<file path="config.mk">
export PLATFORM = sky130hd
export DESIGN_NAME = basic_queue
export DESIGN_NICKNAME = d
export VERILOG_FILES = /design/src/common/queue_pkg.sv /design/src/source/queue_write_stage.sv /design/src/queue_core/queue_memory.sv /design/src/queue_core/queue_usage_counter.sv /design/src/source/queue_read_fsm.sv /design/src/source/basic_queue.sv
export SDC_FILE = /design/constraint.sdc
export NUM_CORES = 1
export LEC_CHECK = 0
export BUFFER_PORTS_ARGS = -buffer_cell sky130_fd_sc_hd__clkbuf_2
export CORE_MARGIN = 3
export CORE_UTILIZATION = 42
export CTS_CLUSTER_DIAMETER = 120
export DETAILED_ROUTE_END_ITERATION = 6
export GPL_TIMING_DRIVEN = 0
export PLACE_DENSITY = 0.66
export SLEW_MARGIN = 30
export SYNTH_ARGS = -nofsm -noshare
export SYNTH_HDL_FRONTEND = slang
export SYNTH_SLANG_ARGS = --single-unit
</file>
<file path="constraint.sdc">
create_clock -name aclk -period 3.6 [get_ports aclk]
set_clock_uncertainty 0.05 [all_clocks]
set_input_delay 0.18 -clock aclk [delete_from_list [all_inputs] [get_ports aclk]]
set_output_delay 0.18 -clock aclk [all_outputs]
set_load 0.005 [all_outputs]
</file>
<file path="src/common/queue_pkg.sv">
package queue_pkg;

    // ************************************************************************
    // Default sizes
    // ************************************************************************

    // Word width of the receive and transmit streams.
    localparam int DEFAULT_WIDTH = 8;

    // Number of words in the buffer; a power of two and no less than 4.
    localparam int DEFAULT_CAPACITY = 16;

    // ************************************************************************
    // Shared types
    // ************************************************************************

    // Single-bit strobe or flag passed between blocks.
    typedef logic flag_t;

    // Status derived from the registered occupancy.
    typedef struct packed {
        flag_t empty;        // No words are stored.
        flag_t almost_full;  // At most two free slots remain.
    } queue_status_t;

    // States of the transmit side machine.
    typedef enum logic [0:0] {
        READ_IDLE = 1'b0,    // Nothing is presented on the transmit port.
        READ_DATA = 1'b1     // The memory output holds a valid word.
    } read_state_t;

endpackage

</file>
<file path="src/source/queue_write_stage.sv">
`timescale 1ns/1ps

module queue_write_stage #(
    parameter int WIDTH = queue_pkg::DEFAULT_WIDTH
) (
    input  logic                     aclk,
    input  logic                     areset_n,
    input  logic                     rx_tvalid,
    input  logic [WIDTH-1:0]         rx_tdata,
    input  queue_pkg::queue_status_t status,
    output logic                     rx_tready,
    output queue_pkg::flag_t         write,
    output logic [WIDTH-1:0]         write_data
);

    // A receive transfer happens on any edge where both handshake
    // signals are high.
    logic rx_accept;

    assign rx_accept = rx_tvalid && rx_tready;

    // The write strobe lags the transfer by one cycle.
    always_ff @(posedge aclk or negedge areset_n) begin
        if (!areset_n) begin
            write <= 1'b0;
        end else begin
            write <= rx_accept;
        end
    end

    // Ready is registered, so it drops one cycle after almost_full rises.
    // The threshold keeps enough headroom for the word still in flight.
    always_ff @(posedge aclk or negedge areset_n) begin
        if (!areset_n) begin
            rx_tready <= 1'b0;
        end else begin
            rx_tready <= !status.almost_full;
        end
    end

    // Payload register, loaded only when a word is taken.
    always_ff @(posedge aclk) begin
        if (rx_accept) begin
            write_data <= rx_tdata;  // Stored in the memory on the next edge.
        end
    end

endmodule

</file>
<file path="src/queue_core/queue_memory.sv">
`timescale 1ns/1ps

module queue_memory #(
    parameter int WIDTH    = queue_pkg::DEFAULT_WIDTH,
    parameter int CAPACITY = queue_pkg::DEFAULT_CAPACITY
) (
    input  logic                        aclk,
    input  queue_pkg::flag_t            write,
    input  logic [$clog2(CAPACITY)-1:0] write_address,
    input  logic [WIDTH-1:0]            write_data,
    input  queue_pkg::flag_t            read,
    input  logic [$clog2(CAPACITY)-1:0] read_address,
    output logic [WIDTH-1:0]            read_data
);

    // ************************************************************************
    // Storage array
    // ************************************************************************

    logic [WIDTH-1:0] storage [CAPACITY];

    // Synchronous write port.
    always_ff @(posedge aclk) begin
        if (write) begin
            storage[write_address] <= write_data;
        end
    end

    // ************************************************************************
    // Registered read port
    // ************************************************************************

    // The output register changes only when a read is requested, so the
    // word on the transmit port holds while the consumer stalls.
    // There is no show-ahead; data appears one edge after the request.
    always_ff @(posedge aclk) begin
        if (read) begin
            read_data <= storage[read_address];
        end
    end

    // The counter never lets a read target the slot being written in the
    // same cycle, since a slot only becomes readable after its write.

endmodule

</file>
<file path="src/queue_core/queue_usage_counter.sv">
`timescale 1ns/1ps

module queue_usage_counter #(
    parameter int CAPACITY = queue_pkg::DEFAULT_CAPACITY
) (
    input  logic                        aclk,
    input  logic                        areset_n,
    input  queue_pkg::flag_t            write,
    input  queue_pkg::flag_t            read,
    output logic [$clog2(CAPACITY)-1:0] write_address,
    output logic [$clog2(CAPACITY)-1:0] read_address,
    output queue_pkg::queue_status_t    status
);

    localparam int ADDRESS_WIDTH = $clog2(CAPACITY);

    // One extra bit so that a completely full buffer can be represented.
    localparam int COUNT_WIDTH = ADDRESS_WIDTH + 1;

    // Occupancy at which the receive side must stop accepting.
    localparam logic [COUNT_WIDTH-1:0] ALMOST_FULL_LEVEL = COUNT_WIDTH'(CAPACITY - 2);

    logic [ADDRESS_WIDTH-1:0] write_pointer;
    logic [ADDRESS_WIDTH-1:0] read_pointer;
    logic [COUNT_WIDTH-1:0]   count;

    // ************************************************************************
    // Pointers
    // ************************************************************************

    // Both pointers wrap on their own because CAPACITY is a power of two.
    always_ff @(posedge aclk or negedge areset_n) begin
        if (!areset_n) begin
            write_pointer <= '0;
        end else if (write) begin
            write_pointer <= write_pointer + 1'b1;
        end
    end

    always_ff @(posedge aclk or negedge areset_n) begin
        if (!areset_n) begin
            read_pointer <= '0;
        end else if (read) begin
            read_pointer <= read_pointer + 1'b1;
        end
    end

    assign write_address = write_pointer;
    assign read_address  = read_pointer;

    // ************************************************************************
    // Occupancy
    // ************************************************************************

    // A simultaneous write and read leaves the count unchanged.
    always_ff @(posedge aclk or negedge areset_n) begin
        if (!areset_n) begin
            count <= '0;
        end else begin
            unique case ({write, read})
                2'b10: begin
                    count <= count + 1'b1;  // Write only.
                end
                2'b01: begin
                    count <= count - 1'b1;  // Read only.
                end
                default: begin
                    count <= count;
                end
            endcase
        end
    end

    // Status comes straight from the registered count.
    always_comb begin
        status.empty       = (count == '0);
        status.almost_full = (count >= ALMOST_FULL_LEVEL);
    end

    // Reads are only issued while the queue is not empty, and writes stop
    // early enough, so the count stays within 0 and CAPACITY.

endmodule

</file>
<file path="src/source/queue_read_fsm.sv">
`timescale 1ns/1ps

module queue_read_fsm (
    input  logic                     aclk,
    input  logic                     areset_n,
    input  queue_pkg::queue_status_t status,
    input  logic                     tx_tready,
    output queue_pkg::flag_t         read,
    output logic                     tx_tvalid
);

    queue_pkg::read_state_t state;
    queue_pkg::read_state_t state_next;

    // ************************************************************************
    // State register
    // ************************************************************************

    always_ff @(posedge aclk or negedge areset_n) begin
        if (!areset_n) begin
            state <= queue_pkg::READ_IDLE;
        end else begin
            state <= state_next;
        end
    end

    // ************************************************************************
    // Next state and read request
    // ************************************************************************

    // In IDLE the first stored word is prefetched into the memory output.
    // In DATA a new word is fetched only as the current one is taken.
    always_comb begin
        state_next = state;
        read       = 1'b0;

        unique case (state)
            queue_pkg::READ_IDLE: begin
                read = !status.empty;
                if (!status.empty) begin
                    state_next = queue_pkg::READ_DATA;
                end
            end
            queue_pkg::READ_DATA: begin
                read = tx_tready && !status.empty;
                if (tx_tready && status.empty) begin
                    state_next = queue_pkg::READ_IDLE;  // Last word leaves.
                end
            end
            default: begin
                state_next = queue_pkg::READ_IDLE;
            end
        endcase
    end

    // The memory output is valid for exactly as long as the machine is in
    // the DATA state.
    assign tx_tvalid = (state == queue_pkg::READ_DATA);

endmodule

</file>
<file path="src/source/basic_queue.sv">
`timescale 1ns/1ps

module basic_queue #(
    parameter int WIDTH    = queue_pkg::DEFAULT_WIDTH,
    parameter int CAPACITY = queue_pkg::DEFAULT_CAPACITY
) (
    input  logic             aclk,
    input  logic             areset_n,
    input  logic             rx_tvalid,
    input  logic [WIDTH-1:0] rx_tdata,
    output logic             rx_tready,
    input  logic             tx_tready,
    output logic             tx_tvalid,
    output logic [WIDTH-1:0] tx_tdata
);

    localparam int ADDRESS_WIDTH = $clog2(CAPACITY);

    queue_pkg::flag_t         write;
    queue_pkg::flag_t         read;
    queue_pkg::queue_status_t status;
    logic [WIDTH-1:0]         write_data;
    logic [ADDRESS_WIDTH-1:0] write_address;
    logic [ADDRESS_WIDTH-1:0] read_address;

    // ************************************************************************
    // Receive side
    // ************************************************************************

    queue_write_stage #(
        .WIDTH(WIDTH)
    ) u_write_stage (
        .aclk      (aclk),
        .areset_n  (areset_n),
        .rx_tvalid (rx_tvalid),
        .rx_tdata  (rx_tdata),
        .status    (status),
        .rx_tready (rx_tready),
        .write     (write),
        .write_data(write_data)
    );

    // ************************************************************************
    // Buffer and bookkeeping
    // ************************************************************************

    queue_usage_counter #(
        .CAPACITY(CAPACITY)
    ) u_usage_counter (
        .aclk         (aclk),
        .areset_n     (areset_n),
        .write        (write),
        .read         (read),
        .write_address(write_address),
        .read_address (read_address),
        .status       (status)
    );

    // The registered read output is the transmit data.
    queue_memory #(
        .WIDTH   (WIDTH),
        .CAPACITY(CAPACITY)
    ) u_memory (
        .aclk         (aclk),
        .write        (write),
        .write_address(write_address),
        .write_data   (write_data),
        .read         (read),
        .read_address (read_address),
        .read_data    (tx_tdata)
    );

    // Transmit side.
    queue_read_fsm u_read_fsm (
        .aclk     (aclk),
        .areset_n (areset_n),
        .status   (status),
        .tx_tready(tx_tready),
        .read     (read),
        .tx_tvalid(tx_tvalid)
    );

endmodule

</file>
# ---- Word level (Yosys, flattened, before mapping)
# Memories as Yosys holds them, arrays and structs flattened. A register that Yosys moved wholly into a read port is not among the register bits.
# Cells that the tools add are included.
dict set report word_totals {
  regBits 24
  ram_bits 128
  input_bits 12
  out_inout_bits 10
  wordCells 30
  mem_count 1
}
# name words width rd rd_ports_with_merged_regs wr line_no
set memory_table {}
lappend memory_table {u_memory.storage 16 8 1 1 1 queue_memory.sv:20} ;# logic [WIDTH-1:0] storage [CAPACITY];
dict set report op_classes {
  n_addsub 4
  magnitude_cmp 1
  n_eq_ne 2
  n_mux 7
  bitwise_logic 1
  n_reduce_logical 7
}
# cell count
set op_table {}
lappend op_table {{5-bit case mux with 2 select lines} 1}
lappend op_table {{4-bit by 1-bit adder with 4-bit output (second input constant)} 2}
lappend op_table {{5-bit by 1-bit adder with 5-bit output (second input constant)} 1}
lappend op_table {{5-bit by 4-bit greater-or-equal comparator with 1-bit output (second input constant)} 1}
lappend op_table {{5-bit logical NOT} 1}
lappend op_table {{5-bit by 1-bit subtractor with 5-bit output (second input constant)} 1}
lappend op_table {{1-bit two-way mux} 4}
lappend op_table {{1-bit case mux with 2 select lines} 2}
lappend op_table {{1-bit logical AND} 3}
lappend op_table {{2-bit by 1-bit equality test with 1-bit output (second input constant)} 1}
lappend op_table {{2-bit equality test (second input constant)} 1}
lappend op_table {{1-bit logical NOT} 2}
lappend op_table {{2-bit nonzero test} 1}
lappend op_table {{1-bit inverter} 1}

# ---- Depth between registers and ports, before layout
dict set report depth {
  word_depth 6
  ltp_mapped 11
  mapped_depth_nobuf 11
}

# ---- Modules after synthesis
# A second synthesis with hierarchy kept.
dict set report hier_totals {
  hier_cells 314
  hier_area_um2 6343.6
}
# mod n_inst cells_each area_each_um2 seq_area_each_um2
set modules_own_cells {}
lappend modules_own_cells {queue_memory 1 229 5227.5 4083.9}
lappend modules_own_cells {queue_usage_counter 1 68 765.7 325.3}
lappend modules_own_cells {queue_write_stage 1 12 300.3 290.3}
lappend modules_own_cells {queue_read_fsm 1 5 50.0 25.0}

# ---- Worst setup path after synthesis
# No wires, ideal clock.
dict set report synth_timing {
  path_kind {register to register}
  start {register u_usage_counter.count[0]}
  end {register u_usage_counter.count[4]}
  setup_ns 0.123
  arrival_time_ns 2.594
  t_required_ns 3.427
  slack_ns 0.833
  stages_incl_launch_ff 11
  n_path_buf 0
  synth_period_minus_slack_ns 2.767
  path_cell_list {dfrtp_1 > or4_1 > nor2_2 > a21oi_2 > ha_1 > ha_1 > nor2b_1 > o21ai_0 > a21oi_1 > or3b_1 > xnor2_1}
}
dict set report synth_via {
  elab_chain_cells 6
  word_cells_on_any_way 10
  cone_classes {add/sub (2); eq/ne (2); mux (2); reduce/logical (4)}
}
# item line_no
set synth_lines {}
lappend synth_lines {{start: declaration} queue_usage_counter.sv:25} ;# logic [COUNT_WIDTH-1:0] count;
lappend synth_lines {{start signal: assignment} queue_usage_counter.sv:62} ;# count <= count + 1'b1;
lappend synth_lines {{start signal: assignment} queue_usage_counter.sv:65} ;# count <= count - 1'b1;
lappend synth_lines {{start signal: assignment} queue_usage_counter.sv:68} ;# count <= count;
lappend synth_lines {{5-bit logical NOT} queue_usage_counter.sv:76} ;# status.empty = (count == '0);
lappend synth_lines {{1-bit logical NOT} {queue_read_fsm.sv:39, queue_read_fsm.sv:45}}
lappend synth_lines {{1-bit logical AND} queue_read_fsm.sv:45} ;# read = tx_tready && !status.empty;
lappend synth_lines {{1-bit case mux with 2 select lines} queue_read_fsm.sv:37} ;# unique case (state)
lappend synth_lines {{2-bit by 1-bit equality test with 1-bit output / 2-bit equality test (equally long branches)} queue_usage_counter.sv:60} ;# unique case ({write, read})
lappend synth_lines {{5-bit case mux with 2 select lines / 2-bit nonzero test (equally long branches)} --}
# Parallel ways exist; a longest one is shown, timed or not.
# A chain may end at the register's enable or synchronous reset.

# ---- Worst setup path after layout
# Same ends and word-level chain as after synthesis.

==> summary.md <==
The run finished with clean final reports. The run gives 297 as the iteration-0 DRC count of the detailed router. The worst max-slew margin expressed relative to the limit was 0.4180; the number of fill cells in the layout was 1178. The setup path with the least slack is of type reg -> reg. The leading cell type in the layout, fill and taps excluded is edfxtp_1. Post-DP HPWL: 8.145 mm. In the synthesized netlist the dominant register cell turns out to be edfxtp_1. During synthesis, Yosys emitted a total of 0 warnings. For this run, the number of standard cells in the final layout without fillers is 604. Floorplan die area: 16560 µm².

Across the run, the number of max-cap violations was 0. At the end of routability-driven placement, the weighted congestion stood at 0.8247. Height of the die: 128.7 µm. The total area of multi-input combinational cells was 1480 µm². In this run the cell area of the synthesized design comes to 6321 µm². The logs give 0.42 ns for the insertion delay to the later sink of the worst-skew pair and 0 for the number of max-slew violations in the final report. In the layout the commonest cells are 144 x edfxtp_1, 25 x mux2i_1, 21 x o21ai_0, 21 x clkbuf_2, 20 x nand2_1. Compared with the post-synthesis result, the final layout area differs by 16.45%. The count of nets left with antenna violations once routing finished came out at 0. The routed design has 12.51 mm of wire.

The worst setup path is launched from a register. The H-tree generated during clock tree synthesis spans 4 levels. In this run, CTS created clock tree buffers numbering 17.

The maximum clock frequency was 0.3209 GHz. The leakage component of the power was 0.002573 µW; the final critical path time including I/O delays and setup was 3.116 ns. The capturing element type of the critical path is a register.

Yosys mapped the design onto 32 distinct sky130hd cell types. Setup repair after global routing left no endpoint under its margin. For this run, the detailed router's first-pass iteration total came to 5. Count of final hold-check violations: 0.

The final worst-path cycle share works out to 0.8657. For this design the top-level I/O count stands at 22. The sequential fraction of the synthesis area is 0.7474, and the number of nets in the synthesized netlist is 379. The pin count of the biggest net entering global routing was 17. Setup violations remaining at the end of the flow were counted as 0. The run gives 357 as the gate count after technology mapping. The cell sitting at the root of the clock tree is a clkbuf_16. After floorplanning, the core was sized to cover 14640 µm². Average size of a mapped cell: 17.71 µm².

At the worst endpoint, the required time is 3.85 ns. Setup total negative slack on the finished layout was measured at 0 ns. The number of core rows is 44, and the via count of the routed design is 3247. The logs give 0.4316 for the starting density of the core and 0 for the antenna cell count.

TritonCTS built the clock tree. The tools report the maximum buffer depth of the clock tree as 2. IR analysis of the VDD net gives a maximum drop of 0.0004764 V.

The routed length per placed instance works out to 20.70 µm. Number of global-route vias before repair: 3340. Dividing total power by cell area gives a power density of 820.9 nW/µm². At the pin with the least slew margin, the transition time is 0.8730 ns.

The min-delay analysis places its worst path in the category in -> reg. The via density per instance came out at 5.376. Number of synthesized flops with an enable pin: 144.

The die boundary width came out at 128.7 µm. The flop and latch count out of synthesis is 160. The wire length of the first global-routing pass was 19.32 mm; the remaining global-route overflow was 0. Across the whole layout, storage elements account for 4725 µm².

After detailed routing, the number of remaining DRC violations is 0. The fraction of final layout cells with drive strength greater than 1 was 0.2000. Buffers placed on the I/O ports in this run total 21. STA puts the critical path data arrival time at 3.37 ns. The fraction of registers with async set or reset after synthesis was 0.1000. The maximum fanout count along the critical path is 13, and the TritonCTS sink count is 160.

After clock tree synthesis, the clock-pin slew on the worst setup and hold paths is 0.06 ns. The number of placed instances, taps included, is 562. The run gives 0 as the initial antenna violation count. The final layout contains 429 nets. The total routing resource utilization after global routing came out at 0.1611.
==> final cells by class <==
class	instances	share of cell area
sequential	160	0.6418
clock buffer	21	0.05983
clock inverter	11	0.02227
tap	184	0.03128
inverter	9	0.004589
multi-input combinational	172	0.2011
buffer	16	0.01122
timing repair buffer	31	0.02788
==> routing by layer <==
layer,vias to the layer above,part of all wire,global-route usage
met2,111,0.49,0.2570
met4,0,0.018,0.05930
met1,1631,0.44,0.2183
li1,1483,-,-
met3,22,0.055,0.03653
met5,-,0,0
==> cell usage after synthesis (7+ instances only) <==
cell / instances / area, µm²
nand2_1: 20 / 75.07
a22oi_1: 8 / 60.06
clkbuf_1: 7 / 26.28
dfrtp_1: 16 / 400.4
mux4_2: 16 / 360.4
mux2i_1: 25 / 250.2
o21ai_0: 21 / 105.1
a221oi_1: 8 / 70.07
inv_1: 9 / 33.78
ha_1: 9 / 112.6
a21oi_1: 10 / 50.05
nor2_1: 16 / 60.06
mux2_2: 8 / 90.09
edfxtp_1: 144 / 4324
==> critical path, stage by stage, from the launching register on <==
cell and delay, ns:
dfrtp_1 0.40, or4_1 0.15, nor2_2 0.05, a21oi_2 0.64, ha_1 0.38, inv_1 0.11, fa_1 0.41, nor2b_1 0.12
o21ai_0 0.11, nand3_1 0.09, or3b_1 0.36, xnor2_1 0.14
==> sequential cells by signal (all words and copies together), names as in the netlist <==
signal	flops
u_memory.storage	128
u_memory.read_data	8
u_write_stage.write_data	8
u_usage_counter.count	5
u_usage_counter.read_address	4
u_usage_counter.write_address	4
u_read_fsm.tx_tvalid	1
u_write_stage.rx_tready	1
u_write_stage.write	1
==> power breakdown <==
group / total (µW) / leakage, µW / switching (µW) / internal (µW)
Clock: 1830 / 0.000291 / 679 / 1160
Sequential: 2560 / 0.00149 / 192 / 2370
Combinational: 1650 / 0.000789 / 947 / 701
Total: 6040 / 0.00257 / 1820 / 4220
==> cell families (layout without fill, tap and decap cells) <==
group	after synthesis	in the layout	share of synthesized area
AOI/OAI and AO/OA	50	50	0.04870
and+or+nand+nor	52	52	0.03741
buffers and inverters	25	88	0.01841
adders and majority gates	10	10	0.02098
xor gates and xnor gates	10	10	0.01386
muxes	50	50	0.1132
DFF	160	160	0.7474
==> per-stage QoR <==
step	setup slack [ns]	hold WS, ns	util	power (µW)	instance area [µm²]
after floorplan	0.8333	-0.1656	-	3692	6321
after global placement	0.5625	0.09065	0.4545	4179	6656
after detailed placement	0.4500	0.09828	0.4545	4243	6656
after CTS	0.4308	0.1607	0.5026	6072	7361
after global routing	0.2662	0.1750	0.5026	6336	7361
final	0.4836	0.1560	0.5026	6043	7361
==> what timing repair did <==
| action | CTS | global route |
|---|---|---|
| hold buffers | 10 | 0 |
| gates resized for setup | 0 | 0 |
| buffers inserted | 0 | 0 |
| endpoints found under the hold margin | 25 | 0 |
| endpoints found under the setup margin | 0 | 0 |
==> path summary, 6_finish.rpt <==
kind	cells after the start	startpoint	to	slack (ns)
max reg2reg	11	u_usage_counter.count[0]	u_usage_counter.count[4]	0.48
max	11	u_usage_counter.count[0]	u_usage_counter.count[4]	0.48
min	2	rx_tvalid	u_write_stage.write	0.16
min in group asynchronous	2	areset_n	u_usage_counter.count[1]	0.19
min reg2reg	1	u_usage_counter.count[4]	u_write_stage.rx_tready	0.43
max in group asynchronous	2	areset_n	u_usage_counter.read_address[2]	2.98
Note: power is estimated with default switching activity, not from simulation.
